**src/rtl/branch_pkg.sv**
```systemverilog
package branch_pkg;

    localparam logic [6:0] OP_BRANCH = 7'b1100011;  // BEQ, BNE, BLT and friends
    localparam logic [6:0] OP_JALR   = 7'b1100111;  // Indirect jump

    localparam int TAG_W = 3;
    typedef logic [TAG_W-1:0] ckpt_tag_t;           // Checkpoint slot index

    typedef struct packed {
        logic [6:0]  opcode;                        // Opcode field of instr
        logic [31:0] pc;                            // PC of that instr
    } decode_t;

    typedef struct packed {
        logic        valid;                         // Branch resolved this cycle
        logic [31:0] pc;                            // PC of the resolved branch
        logic        mispredict;                    // Wrong path was taken
    } resolve_t;

    typedef struct packed {
        logic      en;                              // One-cycle request
        ckpt_tag_t tag;                             // Slot to copy to or paste from
    } ckpt_req_t;

    // Opcodes that need a RAT checkpoint
    function automatic logic is_ckpt_op(logic [6:0] op);
        return (op == OP_BRANCH) || (op == OP_JALR);
    endfunction

endpackage

```
**src/rtl/rename_pkg.sv**
```systemverilog
package rename_pkg;

    localparam int NUM_ARCH = 32;               // x0..x31 of RV32
    localparam int ARCH_W   = 5;                // Bits to name an arch register
    localparam int PHYS_W   = 6;                // 64 physical registers

    typedef logic [ARCH_W-1:0] arch_reg_t;      // Architectural register number
    typedef logic [PHYS_W-1:0] phys_reg_t;      // Physical register tag

    // Whole alias map, element i is the tag currently holding x[i]
    typedef phys_reg_t [NUM_ARCH-1:0] rat_map_t;

    typedef struct packed {
        logic      en;                          // Write strobe from decode
        arch_reg_t arch;                        // Destination register
        phys_reg_t phys;                        // Freshly allocated tag
    } rename_wr_t;

endpackage
```
**src/rtl/rename_top.sv**
```systemverilog
`timescale 1ns/1ns

module rename_top #(
    parameter int  DEPTH = 8,                           // Branch entries and slots
    parameter type T     = rename_pkg::rat_map_t        // Checkpoint payload
) (
    input  logic                   clk,
    input  logic                   rst,
    input  branch_pkg::decode_t    decode,
    input  branch_pkg::resolve_t   resolve,
    input  rename_pkg::rename_wr_t ren_wr,
    input  rename_pkg::arch_reg_t  lookup_arch,
    output rename_pkg::phys_reg_t  lookup_phys,
    output logic                   bb_full,             // Decoded branches now dropped
    output logic                   restore_pulse,
    output branch_pkg::ckpt_tag_t  restore_tag
);

    import branch_pkg::*;
    import rename_pkg::*;

    ckpt_req_t                copy_req;
    ckpt_req_t                restore_req;
    rat_map_t                 rat_map;                  // Live RAT
    rat_map_t                 load_map;                 // Map being pasted
    logic                     rat_load;
    logic                     store_we;
    logic [$clog2(DEPTH)-1:0] store_addr;
    T                         store_wdata;
    T                         store_rdata;

    assign restore_pulse = restore_req.en;              // Same cycle as the request
    assign restore_tag   = restore_req.tag;

    branch_buffer #(.DEPTH(DEPTH)) u_bb (
        .clk(clk), .rst(rst),
        .decode(decode), .resolve(resolve),
        .copy_req(copy_req), .restore_req(restore_req),
        .full(bb_full)
    );

    rat_table u_rat (
        .clk(clk), .rst(rst),
        .ren_wr(ren_wr),
        .lookup_arch(lookup_arch), .lookup_phys(lookup_phys),
        .map(rat_map),
        .rat_load(rat_load), .load_map(load_map)
    );

    ckpt_arbiter #(.DEPTH(DEPTH)) u_arb (
        .clk(clk), .rst(rst),
        .copy_req(copy_req), .restore_req(restore_req),
        .map(rat_map),
        .store_we(store_we), .store_addr(store_addr),
        .store_wdata(store_wdata), .store_rdata(store_rdata),
        .rat_load(rat_load), .load_map(load_map)
    );

    ckpt_store #(.T(T), .DEPTH(DEPTH)) u_store (
        .clk(clk),
        .we(store_we), .addr(store_addr),
        .wdata(store_wdata), .rdata(store_rdata)
    );

endmodule

```
**src/rtl/ckpt_store.sv**
```systemverilog
`timescale 1ns/1ns

module ckpt_store #(
    parameter type T     = rename_pkg::rat_map_t,       // Payload per slot
    parameter int  DEPTH = 8                            // Number of slots
) (
    input  logic                     clk,
    input  logic                     we,                // Write at the edge
    input  logic [$clog2(DEPTH)-1:0] addr,              // Shared read/write address
    input  T                         wdata,
    output T                         rdata              // Combinational read
);

    T mem [DEPTH];                                      // Checkpoint slots

    always_ff @(posedge clk) begin
        if (we) begin
            mem[addr] <= wdata;
        end
    end

    assign rdata = mem[addr];

endmodule

```
**src/rtl/ckpt_arbiter.sv**
```systemverilog
`timescale 1ns/1ns

module ckpt_arbiter #(
    parameter int DEPTH = 8                             // Checkpoint slots
) (
    input  logic                     clk,
    input  logic                     rst,
    input  branch_pkg::ckpt_req_t    copy_req,          // From branch buffer
    input  branch_pkg::ckpt_req_t    restore_req,       // From branch buffer
    input  rename_pkg::rat_map_t     map,               // Live RAT
    output logic                     store_we,
    output logic [$clog2(DEPTH)-1:0] store_addr,
    output rename_pkg::rat_map_t     store_wdata,
    input  rename_pkg::rat_map_t     store_rdata,       // Combinational read
    output logic                     rat_load,          // Paste strobe to RAT
    output rename_pkg::rat_map_t     load_map
);

    import branch_pkg::*;
    import rename_pkg::*;

    localparam int AW = $clog2(DEPTH);

    logic          pend_q;                              // A copy lost arbitration
    ckpt_tag_t     pend_tag_q;
    logic          copy_go;                             // Copy owns the port
    logic [AW-1:0] copy_addr;
    rat_map_t      snap;

    assign copy_go   = !restore_req.en && (pend_q || copy_req.en);  // Restore first
    assign copy_addr = pend_q ? AW'(pend_tag_q) : AW'(copy_req.tag); // Held one is older
    assign load_map  = store_rdata;
    // RAT takes the pasted map at this edge, so that is the state to save
    assign snap      = rat_load ? load_map : map;

    always_ff @(posedge clk or posedge rst) begin
        if (rst) begin
            pend_q     <= 1'b0;
            pend_tag_q <= '0;
        end else if (restore_req.en) begin
            if (copy_req.en && !pend_q) begin
                pend_q     <= 1'b1;                     // Park the blocked copy
                pend_tag_q <= copy_req.tag;
            end
        end else if (pend_q) begin
            pend_q <= copy_req.en;                      // Newcomer queues behind
            if (copy_req.en) begin
                pend_tag_q <= copy_req.tag;
            end
        end
    end

    always_ff @(posedge clk or posedge rst) begin
        if (rst) begin
            store_we   <= 1'b0;
            store_addr <= '0;
            rat_load   <= 1'b0;
        end else begin
            store_we <= copy_go;
            rat_load <= restore_req.en;                 // Read lands next cycle
            if (restore_req.en) begin
                store_addr <= AW'(restore_req.tag);
            end else if (copy_go) begin
                store_addr <= copy_addr;
            end
        end
    end

    always_ff @(posedge clk) begin
        if (copy_go) begin
            store_wdata <= snap;                        // Snapshot at grant
        end
    end

    // Two restores in a row with branches behind both would drop a copy
    a_pend_free: assert property (@(posedge clk) disable iff (rst)
        restore_req.en && pend_q |-> !copy_req.en);

endmodule

```
**src/rtl/rat_table.sv**
```systemverilog
`timescale 1ns/1ns

module rat_table (
    input  logic                   clk,
    input  logic                   rst,
    input  rename_pkg::rename_wr_t ren_wr,          // Rename write from decode
    input  rename_pkg::arch_reg_t  lookup_arch,     // Source operand to translate
    output rename_pkg::phys_reg_t  lookup_phys,     // Its current tag
    output rename_pkg::rat_map_t   map,             // Live map for checkpointing
    input  logic                   rat_load,        // Restore strobe
    input  rename_pkg::rat_map_t   load_map         // Map to restore
);

    import rename_pkg::*;

    rat_map_t map_q;                                // x[i] -> phys tag

    always_ff @(posedge clk or posedge rst) begin
        if (rst) begin
            for (int i = 0; i < NUM_ARCH; i++) begin
                map_q[i] <= phys_reg_t'(i);         // Identity after reset
            end
        end else if (rat_load) begin
            map_q <= load_map;                      // Restore beats rename
        end else if (ren_wr.en) begin
            map_q[ren_wr.arch] <= ren_wr.phys;
        end
    end

    assign lookup_phys = map_q[lookup_arch];        // Combinational lookup
    assign map         = map_q;

endmodule

```
**src/rtl/branch_buffer.sv**
```systemverilog
`timescale 1ns/1ns

module branch_buffer #(
    parameter int DEPTH = 8                             // One entry per checkpoint tag
) (
    input  logic                  clk,
    input  logic                  rst,
    input  branch_pkg::decode_t   decode,               // Instr seen by decode
    input  branch_pkg::resolve_t  resolve,              // Outcome from execute
    output branch_pkg::ckpt_req_t copy_req,             // Snapshot RAT into tag
    output branch_pkg::ckpt_req_t restore_req,          // Paste tag back into RAT
    output logic                  full
);

    import branch_pkg::*;

    logic [31:0]      pc_q [DEPTH];                     // PC per entry
    logic [DEPTH-1:0] valid_q;                          // Entry in flight
    logic [DEPTH-1:0] done_q;                           // Resolved as predicted
    ckpt_tag_t        head_q;                           // Oldest entry
    ckpt_tag_t        tail_q;                           // Next slot to fill

    logic             is_br;
    logic             alloc;
    logic             hit;
    ckpt_tag_t        hit_tag;
    logic             flush;
    logic             retire;

    assign is_br  = is_ckpt_op(decode.opcode);
    assign full   = valid_q[tail_q];                    // Tail wrapped onto a live head
    assign alloc  = is_br && !full;                     // Dropped while full
    assign flush  = hit && resolve.mispredict;
    assign retire = valid_q[head_q] && done_q[head_q];  // Head leaves once done

    // Lowest live slot holding the resolve PC wins
    always_comb begin
        hit     = 1'b0;
        hit_tag = '0;
        for (int i = 0; i < DEPTH; i++) begin
            if (!hit && resolve.valid && valid_q[i] && pc_q[i] == resolve.pc) begin
                hit     = 1'b1;
                hit_tag = ckpt_tag_t'(i);
            end
        end
    end

    always_ff @(posedge clk or posedge rst) begin
        if (rst) begin
            valid_q     <= '0;
            done_q      <= '0;
            head_q      <= '0;
            tail_q      <= '0;
            copy_req    <= '0;
            restore_req <= '0;
        end else if (flush) begin
            valid_q     <= DEPTH'(is_br);               // New branch restarts at slot 0
            done_q      <= '0;
            head_q      <= '0;
            tail_q      <= ckpt_tag_t'(is_br);
            copy_req    <= '{en: is_br, tag: '0};
            restore_req <= '{en: 1'b1, tag: hit_tag};   // Paste the mispredicted slot
        end else begin
            restore_req <= '0;
            copy_req    <= '{en: alloc, tag: tail_q};
            if (alloc) begin
                valid_q[tail_q] <= 1'b1;
                tail_q          <= tail_q + 1'b1;       // Wraps at DEPTH
            end
            if (hit) begin
                done_q[hit_tag] <= 1'b1;                // Retired from the next edge on
            end
            if (retire) begin
                valid_q[head_q] <= 1'b0;
                done_q[head_q]  <= 1'b0;
                head_q          <= head_q + 1'b1;
            end
        end
    end

    // PC storage
    always_ff @(posedge clk) begin
        if (flush && is_br) begin
            pc_q[0] <= decode.pc;
        end else if (alloc) begin
            pc_q[tail_q] <= decode.pc;
        end
    end

    // Pointers wrap by overflow, so the entry count has to fill the tag
    initial begin
        assert (DEPTH == 2 ** $bits(ckpt_tag_t))
            else $error("DEPTH %0d does not fit the checkpoint tag width", DEPTH);
    end

    // Pasted slot lay in the live window from head to tail one cycle earlier
    a_restore_live: assert property (@(posedge clk) disable iff (rst)
        restore_req.en |-> $past(full ||
            ckpt_tag_t'(hit_tag - head_q) < ckpt_tag_t'(tail_q - head_q)));

endmodule

```
**config.mk**
```make
export PLATFORM = sky130hd
export DESIGN_NAME = rename_top
export DESIGN_NICKNAME = d
export VERILOG_FILES = /design/src/rtl/branch_pkg.sv /design/src/rtl/rename_pkg.sv /design/src/rtl/rename_top.sv /design/src/rtl/ckpt_store.sv /design/src/rtl/ckpt_arbiter.sv /design/src/rtl/rat_table.sv /design/src/rtl/branch_buffer.sv
export SDC_FILE = /design/constraint.sdc
export NUM_CORES = 2
export LEC_CHECK = 0
export BUFFER_PORTS_ARGS = -buffer_cell sky130_fd_sc_hd__buf_2
export CORE_MARGIN = 3
export CORE_UTILIZATION = 57
export DETAILED_ROUTE_END_ITERATION = 10
export GPL_TIMING_DRIVEN = 0
export HOLD_SLACK_MARGIN = 0.08
export PLACE_DENSITY = 0.76
export RECOVER_POWER = 25
export SYNTH_ARGS = -nofsm -noshare
export SYNTH_HDL_FRONTEND = slang
export SYNTH_SLANG_ARGS = --single-unit
```
**constraint.sdc**
```tcl
create_clock -name clk -period 15.5 [get_ports clk]
set_clock_uncertainty 0.2 [all_clocks]
set_input_delay 2.325 -clock clk [delete_from_list [all_inputs] [get_ports clk]]
set_output_delay 2.325 -clock clk [all_outputs]
set_load 0.005 [all_outputs]
```
==> impl_metrics.toml <==
[cts]
cts_resized = 0
cts_buffers = 210
clk_pin_slew_ps = 60
cts_tree = "done"
htree_levels = 4
cts_sinks = 2215
clockRootBuffer = "clkbuf_16"
post_cts_buffers = 0
cts_buffer_depth = 3
hold_buffers = 0
clock_latency_ps = 870

[logic_synthesis]
synth_ff_type = "edfxtp_1"
synth_warnings = 0
synth_mux_area_share_pct = 8.80
synth_top_family_by_area = "multiplexers"
netlist_area_um2 = 88600
synthAdderAreaFrac_pct = 0.0395
syn-num-nets = 5710
ys_types = 55
synth.avg_cell_area_um2 = 15.8
synthSimpleGateAreaFrac_pct = 4.37
ys_seq_area_share_pct = 73.8
ys_async_sr_fraction_pct = 10.4
ys_seq_elements = 2215
syn_inst = 5616
synth_xor_area_share_pct = 2.58
synth_compound_area_share_pct = 8.62
synth_edf_count = 1984

[pwr]
vdd_drop_max_mv = 0.110
power_density_nw_per_um2 = 131
p_leak_nw = 33.6
power.total_mw = 13.2

[sta]
whs_ps = 257
fin_ws_ps = 6870
slew_violations = 121
fin_tns_setup_ps = 0
rsz0062_at_grt = "no"
hold_violations = 0
finalCritPeriodShare_pct = 55.7
relSlewSlack_pct = -9.39
setup_violations = 0
tightest_slew_ps = 1640
fmaxAchievable_mhz = 116
fin_crit_ps = 8630

[critical_path]
cp.required_ps = 12980
regToRegSetupSlack_ps = 9540
cp.arrival_ps = 6100
cp_max_fo = 10
crit_path_start_kind = "input port"
criticalPathCategory = "in2out"
endpoint_kind = "output pin"

[routing]
drt_iter0_markers = 8598
vias_per_cell = 6.77
routed_wl_um = 268000
route.vias.total = 55900
ant_nets = 0
drt_pre_antenna_iters = 8
avgRoutedWirePerCell_um = 32.5
drc_errors = 0

[global_routing]
grt_use_total_pct = 32.8
grt-ovfl-total = 0
grt_max_degree = 112
grt_pass1_vias = 54300
grt_pass1_wl_um = 380000
antenna_found_initial = 39

[placement]
placed_cells = 7819
hpwl_um = 176000
io_buffers = 62
placed_area_um2 = 93800
gp_congestion = 0.963
dp_slack_ps = 7130

[layout]
final_cell_mix = "1984 x edfxtp_1, 501 x nor2_1, 359 x a21oi_1"
syn_to_final_growth_pct = 14.0
layout-drive-gt1-share_pct = 15.4
instances_no_fill = 8248
post-route-util_pct = 65.5
final_cell_area_um2 = 101000
layout.cells.most_common = "edfxtp_1"
fin_nets = 6082

[floorplanning]
dieArea_um2 = 160000
die_w_um = 400
coreArea_um2 = 154000
rows = 144
io_pins = 103
start_util_pct = 57.5
die_h_um = 400

[run_status]
violations = "max-capacitance violations, max-slew violations"
outcome = "complete, but fails checks"

[run]
max_cap_viol_count = 13

[worst_hold_path]
hp-class = "reg2reg"
[worst max-delay path, stage by stage]
cell      delay, ps
buf_2           200
buf_1           800
clkbuf_1       1140
mux4_2          570
mux4_2          520
mux2_2          360
buf_2           160
[path summary, 6_finish.rpt]
| kind | start | depth (start not counted) | to |
|---|---|---|---|
| worst max-delay path | lookup_arch[1] | 7 | lookup_phys[4] |
| worst min-delay path | u_bb.restore_req[3]$_DFF_PP0_ | 0 | u_arb.rat_load$_DFF_PP0_ |
| worst max register to register | u_arb.store_addr[0]$_DFFE_PP0P_ | 10 | u_store.mem[5][173]$_DFFE_PP_ |
| worst min register to register | u_bb.restore_req[3]$_DFF_PP0_ | 0 | u_arb.rat_load$_DFF_PP0_ |
| max in group asynchronous | rst | 4 | u_rat.map[16]$_DFFE_PP0P_ |
| min in group asynchronous | rst | 2 | u_bb.tail_q[2]$_DFFE_PP0P_ |
[final cells by class]
class                           count  area [um2]
Inverter                            5        26.3
Multi-Input combinational cell   3019       21800
Sequential cell                  2215       65500
Tap cell                         2044        2560
Buffer                            377        1540
Clock buffer                      278        5690
Antenna cell                       31        77.6
Clock inverter                    119        1430
Fill cell                       10300       53100
Timing Repair Buffer              160        2550
[synth_stat cells, types with 3 or more instances]
cell,instances,area share (%)
mux2i_1,352,4.0
a22o_1,52,0.51
nor2_1,516,2.2
xor2_1,154,1.5
mux4_2,66,1.7
a21oi_1,359,2.0
buf_1,38,0.16
nand3b_1,9,0.076
nand4_1,25,0.18
nor3_1,32,0.18
mux2_2,248,3.2
o221ai_1,20,0.20
edfxtp_1,1984,67
o211ai_1,52,0.44
dfstp_2,80,2.4
buf_2,36,0.20
and3b_1,3,0.030
clkbuf_1,293,1.2
nor4_1,43,0.30
and2_1,6,0.042
o21ai_0,219,1.2
o21a_1,48,0.41
a221oi_1,106,1.0
buf_6,8,0.10
and3_1,9,0.064
nand2_1,211,0.89
nor3b_1,4,0.034
or4_1,10,0.085
xnor2_1,105,1.0
a21boi_0,46,0.39
a22oi_1,268,2.3
nor2b_1,9,0.064
nand2b_1,7,0.049
nand3_1,20,0.11
inv_1,5,0.021
dfrtp_1,151,4.3
[metal layers]
metal | share of wire, % | track usage, %
met1 | 35 | 42.5
met2 | 44 | 48.5
met4 | 7.0 | 20.1
met3 | 14 | 10.7
met5 | 0.060 | 0.446
[registers in the layout, summed over array words and instances (netlist names)]
| signal | cells |
|---|---|
| u_bb.pc_q | 256 |
| u_bb.copy_req | 4 |
| u_store.mem | 1536 |
| u_arb.store_addr | 3 |
| u_arb.pend_q | 1 |
| u_bb.valid_q | 8 |
| u_arb.pend_tag_q | 3 |
| u_arb.rat_load | 1 |
| u_bb.restore_req | 4 |
| u_arb.store_we | 1 |
| u_arb.store_wdata | 192 |
| u_bb.done_q | 8 |
| u_bb.head_q | 3 |
| u_bb.tail_q | 3 |
| u_rat.map | 192 |
[cells by family (layout without fill, tap and decap cells)]
| family | Yosys count | count (layout) |
|---|---|---|
| flops | 2215 | 2215 |
| compound gates | 1179 | 1179 |
| simple gates | 911 | 911 |
| mux | 666 | 666 |
| buf+inv | 382 | 939 |
| xor+xnor | 260 | 260 |
| fa+ha+maj | 3 | 3 |
| other cells | 0 | 31 |
[power by group]
part / total, mW / switching [mW] / internal (mW)
clock network: 5.31 / 2.25 / 3.06
registers: 6.80 / 0.188 / 6.61
logic: 1.11 / 0.730 / 0.375
No activity file was read; power rests on OpenSTA's default activity.
